==> src/hw/lsu_pkg.sv <==
`default_nettype none

package lsu_pkg;

    // --------------------
    // sizes
    // --------------------
    localparam int IQ_DEPTH   = 8;
    localparam int IQ_PTR_W   = $clog2(IQ_DEPTH);
    localparam int CDB_COUNT  = 2;
    localparam int MEM_WORDS  = 256;
    localparam int FIFO_DEPTH = 2;
    localparam int FIFO_PTR_W = $clog2(FIFO_DEPTH);

    // --------------------
    // basic types
    // --------------------
    typedef logic [31:0] word_t;
    typedef logic [4:0]  rob_id_t;

    typedef enum logic [1:0] {
        SIZE_BYTE = 2'd0,
        SIZE_HALF = 2'd1,
        SIZE_WORD = 2'd2
    } mem_size_e;

    // operand either valid or waiting on tag
    typedef struct packed {
        logic    valid;
        rob_id_t tag;
        word_t   data;
    } operand_t;

    typedef struct packed {
        logic      store;
        mem_size_e size;
        logic      is_signed;
        rob_id_t   rob_id;
        word_t     imm;
        operand_t  data_opnd;
        operand_t  base_opnd;
    } lsu_op_t;

    // up to two ops per cycle from dispatch
    typedef struct packed {
        lsu_op_t [1:0] slot;
        logic    [1:0] mask;
    } dispatch_t;

    typedef struct packed {
        logic    valid;
        rob_id_t tag;
        word_t   data;
    } cdb_t;

    typedef struct packed {
        logic      store;
        mem_size_e size;
        logic      is_signed;
        rob_id_t   rob_id;
        word_t     addr;
        word_t     wdata;
        logic [3:0] strb;
        logic      misaligned;
    } mem_req_t;

    typedef struct packed {
        rob_id_t rob_id;
        word_t   data;
        logic    exc;
    } result_t;

endpackage

`default_nettype wire

==> src/hw/lsu_agu.sv <==
`timescale 1ns/1ps
`default_nettype none

module lsu_agu (
    input  lsu_pkg::lsu_op_t  op_i,
    output lsu_pkg::mem_req_t req_o
);
    import lsu_pkg::*;

    word_t      addr;
    logic [3:0] base_strb;
    word_t      lane_data;

    always_comb begin
        addr = op_i.base_opnd.data + op_i.imm;

        // strobe at lane 0, data copied to every lane
        case (op_i.size)
            SIZE_BYTE: begin
                base_strb = 4'b0001;
                lane_data = {4{op_i.data_opnd.data[7:0]}};
            end
            SIZE_HALF: begin
                base_strb = 4'b0011;
                lane_data = {2{op_i.data_opnd.data[15:0]}};
            end
            default: begin
                base_strb = 4'b1111;
                lane_data = op_i.data_opnd.data;
            end
        endcase

        req_o.store      = op_i.store;
        req_o.size       = op_i.size;
        req_o.is_signed  = op_i.is_signed;
        req_o.rob_id     = op_i.rob_id;
        req_o.addr       = addr;
        req_o.wdata      = op_i.store ? lane_data : '0;
        req_o.strb       = base_strb << addr[1:0];
        req_o.misaligned = ((op_i.size == SIZE_HALF) && addr[0]) ||
                           ((op_i.size == SIZE_WORD) && (addr[1:0] != 2'b00));
    end

endmodule

`default_nettype wire

==> config.mk <==
export PLATFORM = sky130hd
export DESIGN_NAME = lsu_agu
export DESIGN_NICKNAME = d
export VERILOG_FILES = /design/src/hw/lsu_pkg.sv /design/src/hw/lsu_agu.sv
export SDC_FILE = /design/constraint.sdc
export NUM_CORES = 1
export LEC_CHECK = 0
export BUFFER_PORTS_ARGS = -buffer_cell sky130_fd_sc_hd__clkbuf_2
export CORE_MARGIN = 2
export CORE_UTILIZATION = 25
export DETAILED_ROUTE_END_ITERATION = 16
export PLACE_DENSITY = 0.58
export RECOVER_POWER = 25
export SYNTH_ARGS = -nofsm -noshare
export SYNTH_HDL_FRONTEND = slang
export SYNTH_SLANG_ARGS = --single-unit
==> constraint.sdc <==
create_clock -name vclk -period 1.65
set_input_delay 0 -clock vclk [all_inputs]
set_output_delay 0 -clock vclk [all_outputs]
set_load 0.005 [all_outputs]
# Word-level counts from Yosys, hierarchy flattened
# Cells that the tools add are included.
dict set report classes {
  n_addsub 1
  eq_ne 2
  shifts 1
  n_mux 3
  reduce_logical 5
}
# cell count
set ops {}
lappend ops {{$pmux W32 S2} 1}
lappend ops {{$add A32 B32 Y32} 1}
lappend ops {{$mux W32} 1}
lappend ops {{$pmux W4 S2} 1}
lappend ops {{$shl A4 B2 Y4} 1}
lappend ops {{$eq A2 B1 Y1 const B} 1}
lappend ops {{$eq A2 B2 Y1 const B} 1}
lappend ops {{$logic_and A1 B1 Y1} 2}
lappend ops {{$logic_not A2 Y1} 1}
lappend ops {{$reduce_bool A2 Y1} 1}
lappend ops {{$logic_or A1 B1 Y1} 1}
dict set report word_totals {
  regBits 0
  input_bits 117
  out_inout_bits 78
  elab_cells 12
}

# Longest topological paths before layout
dict set report depth {
  depth_word 4
  depth_mapped 11
  depth_no_buf 11
}

# Worst setup path before layout
# No wires, ideal clock.
dict set report synth_path {
  path_kind {input to output}
  from {in op_i[0] (netlist bit)}
  to {out req_o[65] (netlist bit)}
  t_arrival_ns 1.865
  required_time_ns 1.650
  path_slack_ns -0.215
  stages 11
  path_buffers 0
  cell_sequence {ha_1 -> inv_1 -> fa_1 -> nor2b_1 -> o2111ai_1 -> a211oi_1 -> nor3_1 -> o21ai_2 -> a21boi_0 -> o21ai_0 -> xor2_1}
}
# item line
set synth_rtl {}
lappend synth_rtl {{start, declared} lsu_agu.sv:5} ;# input lsu_pkg::lsu_op_t op_i,
lappend synth_rtl {{end, declared} lsu_agu.sv:6} ;# output lsu_pkg::mem_req_t req_o

==> results.sh <==
export IMPL_status="complete, but fails checks"
export IMPL_violations="negative setup slack"
export IMPL_ir_drop_mv=0.137
export IMPL_n_clock_buffer=0
export IMPL_syn_avg_cell_area_um2=6.95
export IMPL_antenna_cells=0
export IMPL_die_area_um2=10400
export IMPL_grt_pass1_vias=3103
export IMPL_io_buffers=171
export IMPL_criticalPathCategory="in -> out"
export IMPL_final_cells=704
export IMPL_ant_nets=0
export IMPL_hpwl_um=7640
export IMPL_drc=0
export IMPL_crit_arrival_ns=2.04
export IMPL_synth_nets=496
export IMPL_leakage_nw=2.24
export IMPL_grt_pass1_wl_um=13700
export IMPL_fmax_mhz=490
export IMPL_netlist_instances=347
export IMPL_area_growth_pct=86.2
export IMPL_rows=35
export IMPL_path_cells="buf_6 -> ha_4 -> a21oi_4 -> a21oi_2 -> or3_4 -> a21oi_4 -> o21ai_4 -> a221o_1 -> a21oi_2 -> xnor2_1 -> buf_2"
export IMPL_final_cell_mix="clkbuf_2, buf_4, nand2_1, o21ai_0, buf_2"
export IMPL_hold_class="in -> out"
export IMPL_power_mw=1.83
export IMPL_power_density_nw_per_um2=407
export IMPL_dpl_cell_area_um2=3960
export IMPL_grt_max_degree=34
export IMPL_maxSlewViolCount=0
export IMPL_start_util_pct=26.0
export IMPL_synth_top_area_cell="ha_1"
export IMPL_startpoint_type="primary input"
export IMPL_tightest_slew_ns=0.946
export IMPL_synth_area_leaders="ha_1, mux2i_1, o21ai_0"
export IMPL_drive_gt1_share_pct=57.2
export IMPL_critPathCaptureType="output pin"
export IMPL_io_pins=195
export IMPL_setup_violations_final=22
export IMPL_final_common_cell="clkbuf_2"
export IMPL_ys_warn_count=0
export IMPL_finalNetCount=726
export IMPL_vias=3385
export IMPL_crit_required_ns=1.65
export IMPL_drt_total_wl_um=9310
export IMPL_critPathCapture="req_o[55]"
export IMPL_crit_start="op_i[86]"
export IMPL_synth_top_area_share_pct=16.1
export IMPL_antenna_found_initial=0
export IMPL_viasPerCell=4.81
export IMPL_die_h_um=102
export IMPL_wl_per_cell_um=13.2
export IMPL_fp_dieW_um=102
export IMPL_seq_area_frac_synth_pct=0
export IMPL_rsz0062_at_grt="yes"
export IMPL_relSlewSlack_pct=36.9
export IMPL_gp_congestion=0.844
export IMPL_ctsHoldBuffers=0
export IMPL_maxCapViolCount=0
export IMPL_grt_use_total_pct=15.6
export IMPL_hold_violations=0
export IMPL_core_um2=9280
export IMPL_dp_cells=688
export IMPL_regArea_um2=0
export IMPL_firstDrtPassIters=4
export IMPL_finalCritPeriodShare_pct=124
export IMPL_cpPeakStageDelay_ns=0.38
export IMPL_ys_types=50
export IMPL_fill_cells=937
export IMPL_cp_slowest_cell="or3_4"
export IMPL_cp_max_fo=7
export IMPL_fin_setup_tns_ns=-5.18
export IMPL_grt_ovfl_total=0
export IMPL_seq_cells=0
export IMPL_design_area_um2=4490
export IMPL_first_iter_violations=93
export IMPL_synthesis_area_um2=2410
export IMPL_min_period_ns=2.04
export IMPL_fin_ws_ns=-0.389
kinds of logic after synthesis:
group / Yosys count / share of synthesized area, %
AO/OA/AOI/OAI: 120 / 34.6
XOR/XNOR: 30 / 10.9
adder cells (fa/ha/maj): 32 / 16.9
buffers and inverters: 42 / 8.77
multiplexers: 17 / 7.06
AND/OR/NAND/NOR: 106 / 21.8
worst max-delay path, delay by kind of cell:
family	cells	cell delay [ns]
AOI/OAI and AO/OA	6	1.05
and+or+nand+nor	1	0.38
adders and majority gates	1	0.26
buffers and inverters	2	0.23
xor gates and xnor gates	1	0.12
through the flow:
step | util (%) | worst slack [ns] | hold slack [ns]
final | 48.4 | -0.389 | 0.00000197
after global routing | 48.4 | -0.514 | 0.0000167
after CTS | 45.3 | -0.421 | 0.0000346
after detailed placement | 42.6 | -0.588 | 0.0000346
after global placement | 42.6 | -0.545 | 0.0000346
after floorplan | - | -0.0974 | 0.0808
worst min path at each step:
stage	startpoint	cells past startpoint	endpoint	slack (ns)
after detailed placement	op_i[110]	0	req_o[71]	0.00003
after global placement	op_i[110]	0	req_o[71]	0.00003
final	op_i[112]	0	req_o[73]	0.000002
after floorplan	op_i[108]	1	req_o[69]	0.08
after CTS	op_i[110]	0	req_o[71]	0.00003
after global routing	op_i[112]	0	req_o[73]	0.00002
area by class of cell:
| class | count | area (um^2) | area share, % |
|---|---|---|---|
| inverter | 9 | 36.3 | 0.808 |
| tap | 129 | 161 | 3.60 |
| multi-input combinational | 305 | 2650 | 58.9 |
| timing repair buffer | 261 | 1650 | 36.7 |
Yosys cell counts, types with 7 or more instances:
library cell  instances
nand2_1              40
o21ai_0              32
ha_1                 31
a21oi_1              25
and2_1               17
clkbuf_1             17
mux2i_1              17
xnor2_1              15
xor2_1               15
a21o_1               11
nor2_1               11
nor2b_1              11
a21boi_0              9
buf_4                 9
inv_1                 9
a31oi_1               7
nand3_1               7
power breakdown:
part / switching [mW] / leakage, nW / internal (mW)
sequential: 0 / 0 / 0
clock: 0 / 0 / 0
combinational: 0.846 / 2.24 / 0.983
layer usage:
metal / global-route usage, % / share of wire [%]
met3: 1.37 / 7.4
met4: 0.205 / 0.086
met5: 0 / 0
met2: 30.7 / 51
met1: 19.3 / 41
timing repair:
item | CTS | global route
gates resized for setup | 40 | 66
setup buffers | 8 | 12
endpoints found under the setup margin | 25 | 25
pin swaps | 27 | 38
Note: power is estimated with default switching activity, not from simulation.
