File: config.mk
export PLATFORM = sky130hd
export DESIGN_NAME = stream_fifo
export DESIGN_NICKNAME = d
export VERILOG_FILES = /design/src/hw/lsu_pkg.sv /design/src/hw/stream_fifo.sv
export SDC_FILE = /design/constraint.sdc
export NUM_CORES = 1
export LEC_CHECK = 0
export ABC_AREA = 1
export BUFFER_PORTS_ARGS = -buffer_cell sky130_fd_sc_hd__buf_2
export CORE_AREA = 2 2 39 41
export DETAILED_ROUTE_END_ITERATION = 16
export DIE_AREA = 0 0 41 43
export PLACE_DENSITY = 0.42
export SYNTH_ARGS = -nofsm -noshare
export SYNTH_HDL_FRONTEND = slang
export SYNTH_SLANG_ARGS = --single-unit
File: constraint.sdc
create_clock -name clk -period 2.3 [get_ports clk]
set_input_delay 0 -clock clk [delete_from_list [all_inputs] [get_ports clk]]
set_output_delay 0 -clock clk [all_outputs]
set_load 0.02 [all_outputs]
File: src/hw/lsu_pkg.sv
`default_nettype none

package lsu_pkg;

    // --------------------
    // sizes
    // --------------------
    localparam int IQ_DEPTH   = 8;
    localparam int IQ_PTR_W   = $clog2(IQ_DEPTH);
    localparam int CDB_COUNT  = 2;
    localparam int MEM_WORDS  = 256;
    localparam int FIFO_DEPTH = 2;
    localparam int FIFO_PTR_W = $clog2(FIFO_DEPTH);

    // --------------------
    // basic types
    // --------------------
    typedef logic [31:0] word_t;
    typedef logic [4:0]  rob_id_t;

    typedef enum logic [1:0] {
        SIZE_BYTE = 2'd0,
        SIZE_HALF = 2'd1,
        SIZE_WORD = 2'd2
    } mem_size_e;

    // operand either valid or waiting on tag
    typedef struct packed {
        logic    valid;
        rob_id_t tag;
        word_t   data;
    } operand_t;

    typedef struct packed {
        logic      store;
        mem_size_e size;
        logic      is_signed;
        rob_id_t   rob_id;
        word_t     imm;
        operand_t  data_opnd;
        operand_t  base_opnd;
    } lsu_op_t;

    // up to two ops per cycle from dispatch
    typedef struct packed {
        lsu_op_t [1:0] slot;
        logic    [1:0] mask;
    } dispatch_t;

    typedef struct packed {
        logic    valid;
        rob_id_t tag;
        word_t   data;
    } cdb_t;

    typedef struct packed {
        logic      store;
        mem_size_e size;
        logic      is_signed;
        rob_id_t   rob_id;
        word_t     addr;
        word_t     wdata;
        logic [3:0] strb;
        logic      misaligned;
    } mem_req_t;

    typedef struct packed {
        rob_id_t rob_id;
        word_t   data;
        logic    exc;
    } result_t;

endpackage

`default_nettype wire

File: src/hw/stream_fifo.sv
`timescale 1ns/1ps
`default_nettype none

module stream_fifo #(
    parameter type payload_t = logic
) (
    input  logic     clk,
    input  logic     rst_n_i,
    input  payload_t in_i,
    input  logic     in_valid_i,
    output logic     in_ready_o,
    output payload_t out_o,
    output logic     out_valid_o,
    input  logic     out_ready_i
);
    import lsu_pkg::*;

    payload_t              mem_q [FIFO_DEPTH];
    logic [FIFO_PTR_W-1:0] rd_ptr_q;
    logic [FIFO_PTR_W-1:0] wr_ptr_q;
    logic [FIFO_PTR_W:0]   count_q;
    logic                  push;
    logic                  pop;

    assign in_ready_o  = (count_q != (FIFO_PTR_W+1)'(FIFO_DEPTH));
    assign out_valid_o = (count_q != '0);
    assign out_o       = mem_q[rd_ptr_q];

    assign push = in_valid_i && in_ready_o;
    assign pop  = out_valid_o && out_ready_i;

    always_ff @(posedge clk) begin
        if (!rst_n_i) begin
            rd_ptr_q <= '0;
            wr_ptr_q <= '0;
            count_q  <= '0;
        end else begin
            if (push) begin
                wr_ptr_q <= wr_ptr_q + 1'b1;
            end
            if (pop) begin
                rd_ptr_q <= rd_ptr_q + 1'b1;
            end
            // push and pop together leave count alone
            if (push && !pop) begin
                count_q <= count_q + 1'b1;
            end else if (pop && !push) begin
                count_q <= count_q - 1'b1;
            end
        end
    end

    always_ff @(posedge clk) begin
        if (push) begin
            mem_q[wr_ptr_q] <= in_i;
        end
    end

endmodule

`default_nettype wire

# ---- Word-level counts from Yosys, hierarchy flattened
# Memory sizes are Yosys's and may differ from the RTL's. A register that Yosys moved wholly into a read port is not among the register bits.
# Index checks and enable logic that the tools add are counted.
dict set report totals {
  regBits 4
  latch_bits 0
  ramBits 2
  rom_bits 0
  inputBits 5
  output_inout_bits 3
  word_cells 23
  memories 1
}
# memory depth width rd rd_clocked_by_memory_dff write_ports line
set mem_list {}
lappend mem_list {mem_q 2 1 1 1 1 stream_fifo.sv:18} ;# payload_t mem_q [FIFO_DEPTH];
dict set report classes {
  add_sub_neg 4
  multipliers 0
  div 0
  magnitude_cmp 0
  eq_ne 1
  shifts 0
  mux 6
  n_bitwise 0
  n_reduce_logical 8
}
# cell count
set ops {}
lappend ops {{$logic_and 1x1->1} 4}
lappend ops {{$mux 1} 4}
lappend ops {{$mux 2} 2}
lappend ops {{$reduce_bool 2->1} 2}
lappend ops {{$add 1x1->1 const B} 2}
lappend ops {{$add 2x1->2 const B} 1}
lappend ops {{$logic_not 1->1} 2}
lappend ops {{$ne 2x2->1 const B} 1}
lappend ops {{$sub 2x1->2 const B} 1}

# ---- Depth between registers and ports, before layout
# Gate-level depths: netlist of the first run.
dict set report depth {
  depth_word 6
  depth_mapped 11
  mapped_depth_nobuf 11
}

# ---- Worst setup path after synthesis of the first run
# No wires, ideal clock.
dict set report synth_path {
  kind {register to register}
  from {reg count_q[0]}
  to {reg count_q[1]}
  setup_ns 0.064
  t_arrival_ns 1.236
  required_ns 2.236
  setup_slack_ns 1.000
  stages_incl_launch_ff 11
  path_buffers 0
  period_less_slack_ns 1.300
  cell_sequence {dfxtp_1 > inv_2 > nand2_2 > nand2_4 > clkinv_2 > ha_1 > inv_1 > nand3_1 > nand2_1 > inv_1 > nor2_1}
}
dict set report synth_between {
  elab_chain_cells 5
  word_cells_on_any_way 13
  classes_between {add/sub (2); eq/ne (1); mux (2); reduce/logical (8)}
}
# item line
set synth_rtl {}
lappend synth_rtl {{start, declared} stream_fifo.sv:21} ;# logic [FIFO_PTR_W:0] count_q;
lappend synth_rtl {{start signal, assigned} stream_fifo.sv:46} ;# count_q <= count_q + 1'b1;
lappend synth_rtl {{start signal, assigned} stream_fifo.sv:48} ;# count_q <= count_q - 1'b1;
lappend synth_rtl {{$ne 2x2->1 (*)} stream_fifo.sv:25} ;# assign in_ready_o = (count_q != (FIFO_PTR_W+1)'(FIFO_DEPTH));
lappend synth_rtl {{named net in_ready_o} stream_fifo.sv:11} ;# output logic in_ready_o,
lappend synth_rtl {{$logic_and 1x1->1 (*)} stream_fifo.sv:29} ;# assign push = in_valid_i && in_ready_o;
lappend synth_rtl {{named net push} stream_fifo.sv:22} ;# logic push;
lappend synth_rtl {{$logic_not 1->1} stream_fifo.sv:47} ;# end else if (pop && !push) begin
lappend synth_rtl {{$logic_and 1x1->1} stream_fifo.sv:47}
lappend synth_rtl {{$reduce_bool 2->1 (no source line)} -}
# The timed path passes the listed nets; every way through them passes the cells marked *. The select of a mux whose other input is x is not followed.
# A chain may end at the register's enable or synchronous reset.

# ---- Worst setup path after layout of the first run
dict set report layout_path {
  from {reg count_q[1]}
  to {reg count_q[1]}
}
dict set report layout_between {
  elab_chain_cells 5
  word_cells_on_any_way 13
  classes_between {add/sub (2); eq/ne (1); mux (2); reduce/logical (8)}
}
# item line
set layout_rtl {}
lappend layout_rtl {{$ne 2x2->1 (*)} stream_fifo.sv:25}
lappend layout_rtl {{$logic_and 1x1->1 (*)} stream_fifo.sv:29}
lappend layout_rtl {{named net push} stream_fifo.sv:22}
lappend layout_rtl {{$logic_not 1->1} stream_fifo.sv:47}
lappend layout_rtl {{$logic_and 1x1->1} stream_fifo.sv:47}
lappend layout_rtl {{$reduce_bool 2->1 (no source line)} -}
# Marked as above.

==> results of run 1 <==
[stage by stage]
step	power (mW)	std cells	hold slack [ns]	setup WS [ns]	util
floorplan	0.349	40	0.0989	1.00	-
global placement	0.403	63	0.198	0.958	0.273
detailed placement	0.399	63	0.199	0.980	0.273
CTS	0.516	68	0.0101	0.955	0.299
global route	0.561	68	0.0110	0.809	0.299
finish	0.506	68	0.00889	0.983	0.299
[repair_timing]
action / CTS / global route
hold buffers: 1 / 0
resized for setup: 0 / 0
endpoints found under the hold margin: 2 / 0
setup buffers: 0 / 0
[cell families after synthesis]
logic type,after synthesis
AND/OR/NAND/NOR,19
buffers and inverters,8
flip-flops,7
AO/OA/AOI/OAI,4
multiplexers,1
adder cells (fa/ha/maj),1
[worst paths after layout]
path / start / endpoint
hold reg to reg: wr_ptr_q / wr_ptr_q
setup reg to reg: count_q[1] / count_q[1]
setup / recovery: count_q[1] / count_q[1]
hold / removal: rst_n_i / count_q[1]
[power groups by stage]
stage                     combinational, mW  clock [mW]  sequential [mW]
after floorplan                       0.165           0            0.184
after global placement                0.211           0            0.192
after detailed placement              0.209           0            0.190
after CTS                             0.212       0.116            0.188
after global routing                  0.240       0.126            0.194
final                                 0.208       0.111            0.187
[cells in the mapped netlist (2+ instances only)]
cell and number:
inv_1 6, o21ai_0 2, edfxtp_1 2, nand2_1 7
nor2_1 8, dfxtp_1 5
[worst min-delay path: cells and delay by family]
family	cells	cell delay [ns]
and+or+nand+nor	2	0.09
buffers and inverters	1	0.12
[cell type report]
type	instances	area, µm²	area share
timing repair buffer	8	45.0	0.109
sequential	7	160	0.387
tap	16	20.0	0.0483
clock buffer	4	26.3	0.0634
multi-input combinational	25	131	0.317
inverter	8	31.3	0.0755
[layer usage]
| layer | GRT usage | vias up |
|---|---|---|
| met5 | 0 | - |
| met4 | 0.0400 | 0 |
| met3 | 0.0838 | 0 |
| met2 | 0.0969 | 10 |
| met1 | 0.108 | 115 |
| li1 | - | 149 |
==> flow_metrics.tcl, run 1 <==
set metrics [dict create \
    relSlewSlack 0.891 \
    ir_drop_uv 425 \
    slowest_delay_ns 0.39 \
    min_path_type "primary input to register" \
    crit_fanout 4 \
    dr_total_vias 274 \
    worst_ep_arrival_time_ns 1.51 \
    cp.depth 9 \
    clk_pin_slew_ns 0.05 \
    crit_path_end_kind "register" \
    grt_overflow 0 \
    fmax_mhz 759 \
    synth_edf_count 2 \
    p_per_area_nw_per_um2 1220 \
    fin_nets 59 \
    final_cell_area_um2 414 \
    ctsHtreeMaxLevel 1 \
    leakage_nw 0.198 \
    swShare 0.388 \
    gp_congestion 0.699 \
    fillCellCount 155 \
    drive_gt1_frac 0.288 \
    mostFrequentLayoutCells "nor2_1, nand2_1, buf_2" \
    ys_warn_count 0 \
    wl_met1_um 232 \
    ios 8 \
    grt_pass1_vias 244 \
    synthSimpleGateAreaFrac 0.264 \
    skew_ns 0.00390 \
    synth_compound_area_frac 0.0698 \
    internal-power_mw 0.309 \
    insertion_delay_ns 0.25 \
    syn-num-nets 46 \
    cts_num_sinks 7 \
    rsz0062_at_grt "false" \
    hold_viol_final 0 \
    finalSetupTns_ns 0 \
    crit_type "register to register" \
    tightest_slew_ns 0.164 \
    final_common_cell "nor2_1" \
    worst-path-buf-inv 3 \
    critical-path-top-delay-family "flip-flops" \
    synth_seq_cells 7 \
    crit_path_top_delay_cell "dfxtp_1" \
    cp_common_cell "inv_1" \
    drt-total-wl_um 515 \
    coreArea_um2 1380 \
    io_buffers 7 \
    rows 14 \
    fin_crit_sh 0.573 \
    die_y_um 43 \
    detailedRoute.firstPassIterationCount 2 \
    synth_cell_types 16 \
    topRoutingLayerUsed "met3" \
    dieArea_um2 1760 \
    worstHoldPathCells 3 \
    final_max_slew_viol_count 0 \
    max-cap-violations 0 \
    synthCells 40 \
    pwr-share-seq 0.370 \
    synth_top_area_frac 0.310 \
    syn_to_final_growth_pct 28.3 \
    grt_pass1_wl_um 966 \
    clock-root-buffer "clkbuf_4" \
    max-clock-path-buffers 2 \
    die_w_um 41 \
    initial_core_util 0.233 \
    finalSetupViolations 0 \
    r2r_slack_ns 0.98 \
    ant_nets 0 \
    hpwl_um 416 \
    place_area_um2 378 \
    synth_flop_cell "dfxtp_1" \
    first_iter_violations 1 \
    muxShareOfSynthArea 0.0349 \
    reg2reg_depth 9 \
    seq_area_frac_synth 0.496 \
    syn_area_um2 323 \
    grt.total_usage 0.0868 \
    vias_per_cell 4.03 \
    switching_power_mw 0.196 \
    routedWlPerCell_um 7.57 \
    grt_max_degree 6 \
    period_minus_slack_ns 1.32 \
    cts_tree "yes" \
    drc 0 \
    synth_top_cell_by_area "dfxtp_1" \
    p_comb_frac 0.411 \
    pwr-share-clk 0.219 \
    cp_data_required_time_ns 2.49 \
    cts_made_buffers 3 \
    route.met3.wl_um 60 \
    synth_area_per_cell_um2 8.07 \
    synth-xor-area-share 0 \
    synth_top_family_by_area "simple AND/OR/NAND/NOR gates" \
    synth_adder_area_share 0.0388 \
    diodes 0 \
    crit_chain "nand2_2 -> nand2_4 -> clkinv_2 -> ha_1 -> inv_1 -> nand3_1 -> nand2_1 -> inv_1 -> nor2_1" \
    synth.area.top_cells "dfxtp_1, edfxtp_1, nor2_1, nand2_1, inv_1" \
    antenna_found_initial 0 \
    synthArstFlopShare 0 \
    route.met2.wl_um 221 \
    start_kind "register" \
    status "finished clean" \
]
(Power assumes the default switching activity.)
==> run 2: changes to the inputs <==
--- a/config.mk
+++ b/config.mk
@@ -5,12 +5,12 @@
 export SDC_FILE = /design/constraint.sdc
 export NUM_CORES = 1
 export LEC_CHECK = 0
-export ABC_AREA = 1
+export ABC_AREA = 0
 export BUFFER_PORTS_ARGS = -buffer_cell sky130_fd_sc_hd__buf_2
 export CORE_AREA = 2 2 39 41
 export DETAILED_ROUTE_END_ITERATION = 16
 export DIE_AREA = 0 0 41 43
-export PLACE_DENSITY = 0.42
+export PLACE_DENSITY = 0.41
 export SYNTH_ARGS = -nofsm -noshare
 export SYNTH_HDL_FRONTEND = slang
 export SYNTH_SLANG_ARGS = --single-unit
==> constraint.sdc (replaced) <==
create_clock -name clk -period 1.29 [get_ports clk]
set_input_delay 0 -clock clk [delete_from_list [all_inputs] [get_ports clk]]
set_output_delay 0 -clock clk [all_outputs]
set_load 0.02 [all_outputs]
==> run 2 against run 1 <==
  * The run now ends with setup timing left
  * Synthesized cell count fell by 33%
  * Critical path depth shrank 3
  * Count of clock-buffer cells in the layout stayed put
  * First-iteration DRC count up 100%
  * Non-clock buffer count grew 4
  * Register-to-register slack worse by 1.1 ns
  * Wire length up 19%
  * Sequential power grew 83%
  * Clock power is 79% higher
  * Critical path type unchanged
  * Critical endpoint unchanged
==> flow_metrics.tcl, run 2 <==
set metrics [dict create \
    status "finished, violations left" \
    violations "setup timing" \
    max-cap-violations 0 \
    detailedRoute.firstPassIterationCount 3 \
    insertion_delay_ns 0.25 \
    io_buffers 7 \
    ctsHtreeMaxLevel 1 \
    whs_ns 0.0137 \
    hpwl_um 467 \
    synth_seq_cells 7 \
    gp_congestion 0.662 \
    pre_cts_ws_ns -0.129 \
    synthCells 27 \
    vias_per_cell 4.08 \
    die_y_um 43 \
    crit_type "register to register" \
    seq_area_frac_synth 0.510 \
    ios 8 \
    crit_fanout 3 \
    die_w_um 41 \
    fmax_mhz 698 \
    min_path_type "primary input to register" \
    hold_viol_final 0 \
    grt_max_degree 6 \
    worstHoldPathCells 2 \
    tightest_slew_ns 0.188 \
    dr_total_vias 241 \
    syn_area_um2 314 \
    grt_overflow 0 \
    drc 0 \
    grt.total_usage 0.0920 \
    finalSetupTns_ns -0.143 \
    crit_path_end_kind "register" \
    seq_area_um2 163 \
    worst_ep_arrival_time_ns 1.61 \
    clk_pin_slew_ns 0.05 \
    final_max_slew_viol_count 0 \
    fin_ws_ns -0.143 \
    initial_core_util 0.227 \
    routedWlPerCell_um 10.4 \
    drt-total-wl_um 611 \
    synth.area.top_cells "dfxtp_1, edfxtp_1, and2_1, xnor2_1, nand2b_4" \
    utilization 0.335 \
    reg2reg_depth 6 \
    yosysMostFrequentCell "dfxtp_1" \
    fillCellCount 148 \
    fin_crit_sh 1.11 \
    first_iter_violations 2 \
    synth_area_per_cell_um2 11.6 \
    rsz0062_at_grt "true" \
    rr_startpoint "count_q[0]" \
    fin_nets 50 \
    multi_input_area_um2 176 \
    final_cell_area_um2 464 \
    ys_warn_count 0 \
    diodes 0 \
    synthArstFlopShare 0 \
    max-clock-path-buffers 2 \
    cp.depth 6 \
    synth_edf_count 2 \
    antenna_found_initial 0 \
    clock-root-buffer "clkbuf_4" \
    critical-path-top-delay-family "simple AND/OR/NAND/NOR gates" \
    worstHoldStart "rst_n_i" \
    coreArea_um2 1380 \
    crit_path_start "count_q[0]" \
    finalSetupViolations 1 \
    place_area_um2 415 \
    cts_tree "yes" \
    final_common_cell "buf_2" \
    p_per_area_nw_per_um2 2250 \
    synth_top_cell_by_area "dfxtp_1" \
    synth_commonest_cells "dfxtp_1, and2_1, edfxtp_1, xnor2_1" \
    crit_chain "nand2b_4 -> and2_4 -> ha_4 -> xor2_2 -> or3_1 -> a21boi_1" \
    crit_path_top_delay_cell "dfxtp_2" \
    cts_made_buffers 3 \
    ant_nets 0 \
    dieArea_um2 1760 \
    slowest_delay_ns 0.32 \
    worst-path-buf-inv 0 \
    relSlewSlack 0.875 \
    syn_to_final_growth_pct 47.8 \
    synth_top_area_frac 0.319 \
    grt_pass1_wl_um 952 \
    cts_num_sinks 7 \
    grt_pass1_vias 250 \
    syn-num-nets 33 \
    ir_drop_uv 637 \
    start_kind "register" \
    synth_cell_types 18 \
    rows 14 \
    drive_gt1_frac 0.558 \
    mostFrequentLayoutCells "buf_2, buf_4, and2_1, dfxtp_1, clkbuf_4" \
    period_minus_slack_ns 1.43 \
    synth_flop_cell "dfxtp_1" \
    skew_ns 0.00164 \
    cp_data_required_time_ns 1.47 \
    leakage_nw 0.198 \
]
[run 2: cell types whose count changed in the layout (fill, tap and decap cells not counted), sizes merged, moves of 2 or more]
cell | before | now
nand2 | 9 | 0
nor2 | 8 | 0
inv | 7 | 1
and2 | 0 | 4
buf | 7 | 11
a21boi | 0 | 2
xnor2 | 0 | 2
[run 2: logic make-up (layout without fill, tap and decap cells)]
logic type | count (synthesis) | count (layout) | share of synthesized area
flops | 7 | 7 | 0.510
simple gates | 9 | 9 | 0.207
buf+inv | 1 | 17 | 0.0119
fa+ha+maj | 1 | 1 | 0.0398
compound gates | 5 | 5 | 0.112
mux | 1 | 1 | 0.0359
xor+xnor | 3 | 3 | 0.0837
[run 2: where the power goes]
part	leakage, nW	internal (mW)	total (mW)	switching [mW]
logic	0.122	0.281	0.504	0.223
clock network	0.0150	0.118	0.199	0.0806
registers	0.0606	0.299	0.343	0.0437
[run 2: path summary, 6_finish.rpt]
check	endpoint	slack [ns]
worst max-delay path	count_q[1]	-0.14
worst min-delay path	count_q[0]	0.01
worst max register to register	count_q[1]	-0.14
worst min register to register	wr_ptr_q	0.57
[run 2: per-layer routing]
| layer | global-route usage | vias up | wire length [µm] | share of wire |
|---|---|---|---|---|
| met5 | 0 | - | 0 | 0 |
| met4 | 0.0800 | 0 | 19 | 0.031 |
| met3 | 0.0628 | 2 | 44 | 0.072 |
| met2 | 0.147 | 7 | 315 | 0.52 |
| met1 | 0.0658 | 109 | 233 | 0.38 |
| li1 | - | 123 | - | - |
[run 2: stage by stage]
| stage | instances | power (mW) |
|---|---|---|
| 2_1_floorplan | 27 | 0.654 |
| 3_3_place_gp | 54 | 0.791 |
| 3_5_place_dp | 54 | 0.820 |
| 4_1_cts | 59 | 1.07 |
| 5_1_grt | 59 | 1.12 |
| 6_report | 59 | 1.05 |
[run 2: worst reg2reg max path: stages (launching register included)]
cell and delay, ns:
dfxtp_2 0.32, nand2b_4 0.13, and2_4 0.14, ha_4 0.16
xor2_2 0.15, or3_1 0.32, a21boi_1 0.14
[run 2: cell type report]
type	instances	area share
Multi-Input combinational cell	19	0.380
Sequential cell	7	0.350
Timing Repair Buffer	12	0.162
Clock buffer	4	0.0566
Tap cell	16	0.0431
Inverter	1	0.00809
[run 2: what timing repair did]
item / CTS / global route
hold endpoints to repair: 2 / 0
buffers inserted: 0 / 0
gates resized for setup: 3 / 0
hold buffers: 1 / 0
setup endpoints to repair: 1 / 1
==> run 3: changes to the inputs <==
--- a/config.mk
+++ b/config.mk
@@ -7,10 +7,13 @@
 export LEC_CHECK = 0
 export ABC_AREA = 0
 export BUFFER_PORTS_ARGS = -buffer_cell sky130_fd_sc_hd__buf_2
+export CELL_PAD_IN_SITES_DETAIL_PLACEMENT = 0
+export CELL_PAD_IN_SITES_GLOBAL_PLACEMENT = 1
 export CORE_AREA = 2 2 39 41
 export DETAILED_ROUTE_END_ITERATION = 16
 export DIE_AREA = 0 0 41 43
-export PLACE_DENSITY = 0.41
+export MAX_ROUTING_LAYER = met4
+export PLACE_DENSITY = 0.49
 export SYNTH_ARGS = -nofsm -noshare
 export SYNTH_HDL_FRONTEND = slang
 export SYNTH_SLANG_ARGS = --single-unit
==> run 3 against run 2 <==
  * The flow still finishes with violations (setup timing)
  * Combinational power is 14% higher
  * Count of clock-buffer cells in the layout stayed put
  * Via count increased by 5.8%
  * First-iteration DRC count shrank 50%
  * Setup slack better by 0.017 ns
  * Clock skew up 0.0015 ns
  * Sequential power increased by 1%
  * Core utilization increased by 1.9 points
  * Die area did not move
  * Cell count is 3.4% higher
  * Critical path type unchanged
==> flow_metrics.tcl, run 3 (synthesized netlist as in run 2, its figures left out) <==
set metrics [dict create \
    ir_drop_uv 773 \
    place_area_um2 423 \
    drive_gt1_frac 0.578 \
    first_iter_violations 1 \
    fin_ws_ns -0.126 \
    crit_path_top_delay_cell "dfxtp_2" \
    cp_data_required_time_ns 1.46 \
    grt_pass1_vias 291 \
    vias_per_cell 4.18 \
    grt_max_degree 6 \
    routedWlPerCell_um 10.7 \
    fmax_mhz 706 \
    skew_ns 0.00311 \
    final_cell_area_um2 490 \
    internal-power_mw 0.752 \
    power_mw 1.12 \
    grt_overflow 0 \
    relSlewSlack 0.894 \
    dieArea_um2 1760 \
    fillCellCount 149 \
    diodes 0 \
    cts_made_buffers 3 \
    insertion_delay_ns 0.25 \
    start_kind "register" \
    gp_congestion 0.681 \
    dr_total_vias 255 \
    rows 14 \
    detailedRoute.firstPassIterationCount 2 \
    syn_to_final_growth_pct 56.2 \
    ctsHtreeMaxLevel 1 \
    crit_chain "nand2b_4 -> and2_4 -> ha_4 -> xor2_2 -> or3_1 -> a21boi_1" \
    die_y_um 43 \
    mostFrequentLayoutCells "buf_2, buf_4, and2_1, dfxtp_1, clkbuf_4" \
    ant_nets 0 \
    grt.total_usage 0.110 \
    final_common_cell "buf_2" \
    clk_pin_slew_ns 0.05 \
    antenna_found_initial 0 \
    multi_input_area_um2 184 \
    rsz0062_at_grt "true" \
    cts_tree "yes" \
    drt-total-wl_um 655 \
    worst_ep_arrival_time_ns 1.59 \
    tightest_slew_ns 0.158 \
    ios 8 \
    p_comb_frac 0.515 \
    status "finished, violations left" \
    pwr-share-clk 0.174 \
    finalSetupViolations 1 \
    switching_power_mw 0.364 \
    max-clock-path-buffers 2 \
    crit_type "register to register" \
    grt_pass1_wl_mm 1.15 \
    fin_crit_sh 1.10 \
    leakage_nw 0.210 \
    hold_viol_final 0 \
    fin_nets 52 \
    io_buffers 7 \
    hpwl_um 496 \
    min_path_type "primary input to register" \
    coreArea_um2 1380 \
    drc 0 \
    p_per_area_nw_per_um2 2280 \
    swShare 0.326 \
    slowest_delay_ns 0.33 \
    initial_core_util 0.227 \
    clock-root-buffer "clkbuf_4" \
    pwr-share-seq 0.311 \
    die_w_um 41 \
    final_max_slew_viol_count 0 \
    seq_area_um2 163 \
    violations "setup timing" \
    cts_num_sinks 7 \
    period_minus_slack_ns 1.42 \
    crit_path_end_kind "register" \
    max-cap-violations 0 \
    crit_fanout 3 \
]
run 3: critical path, delay by kind of cell (launching register included):
| kind | cells | cell delay, ns |
|---|---|---|
| flip-flops | 1 | 0.33 |
| XOR/XNOR | 1 | 0.14 |
| AND/OR/NAND/NOR | 3 | 0.58 |
| AO/OA/AOI/OAI | 1 | 0.13 |
| adder cells (fa/ha/maj) | 1 | 0.16 |
run 3: stage by stage:
| stage | TNS (ns) | hold slack, ns | instances | setup slack, ns | utilization |
|---|---|---|---|---|---|
| after floorplan | -0.107 | 0.0989 | 27 | -0.107 | - |
| after global placement | -0.160 | 0.192 | 55 | -0.0931 | 0.306 |
| after detailed placement | -0.246 | 0.198 | 55 | -0.154 | 0.306 |
| after CTS | -0.132 | 0.0191 | 61 | -0.132 | 0.354 |
| after global routing | -0.247 | 0.0227 | 61 | -0.200 | 0.354 |
| final | -0.126 | 0.0161 | 61 | -0.126 | 0.354 |
run 3: path summary, 6_finish.rpt:
kind                   start         end  slack [ns]  depth (start not counted)
setup / recovery  count_q[0]  count_q[1]       -0.13                          6
hold reg to reg     wr_ptr_q    wr_ptr_q        0.57                          2
hold / removal       rst_n_i    rd_ptr_q        0.02                          2
setup reg to reg  count_q[0]  count_q[1]       -0.13                          6
run 3: what timing repair did:
action | in CTS | in global routing
hold buffers | 1 | 0
endpoints found under the setup margin | 2 | 2
buffers inserted | 1 | 0
hold endpoints to repair | 2 | 0
pin swaps | 2 | 1
resized for setup | 5 | 0
run 3: per-layer routing:
layer  up-vias  global-route usage  share of wire
li1        130                   -              -
met3         2              0.0471          0.060
met2         5               0.169           0.55
met4         0              0.0800          0.018
met1       118               0.101           0.37
met5         -                   -              0
run 3: area by class of cell:
type                    count  area share
multi-input cells          19       0.375
flip-flops and latches      7       0.332
repair buffers             14       0.191
clock buffers               4      0.0536
well taps                  16      0.0408
inverters                   1     0.00765
run 3: power by group through the flow:
stage | combinational (mW) | clock, mW | sequential (mW)
floorplan | 0.312 | 0 | 0.342
global placement | 0.477 | 0 | 0.336
detailed placement | 0.502 | 0 | 0.340
CTS | 0.580 | 0.202 | 0.345
global route | 0.641 | 0.215 | 0.356
finish | 0.575 | 0.194 | 0.347
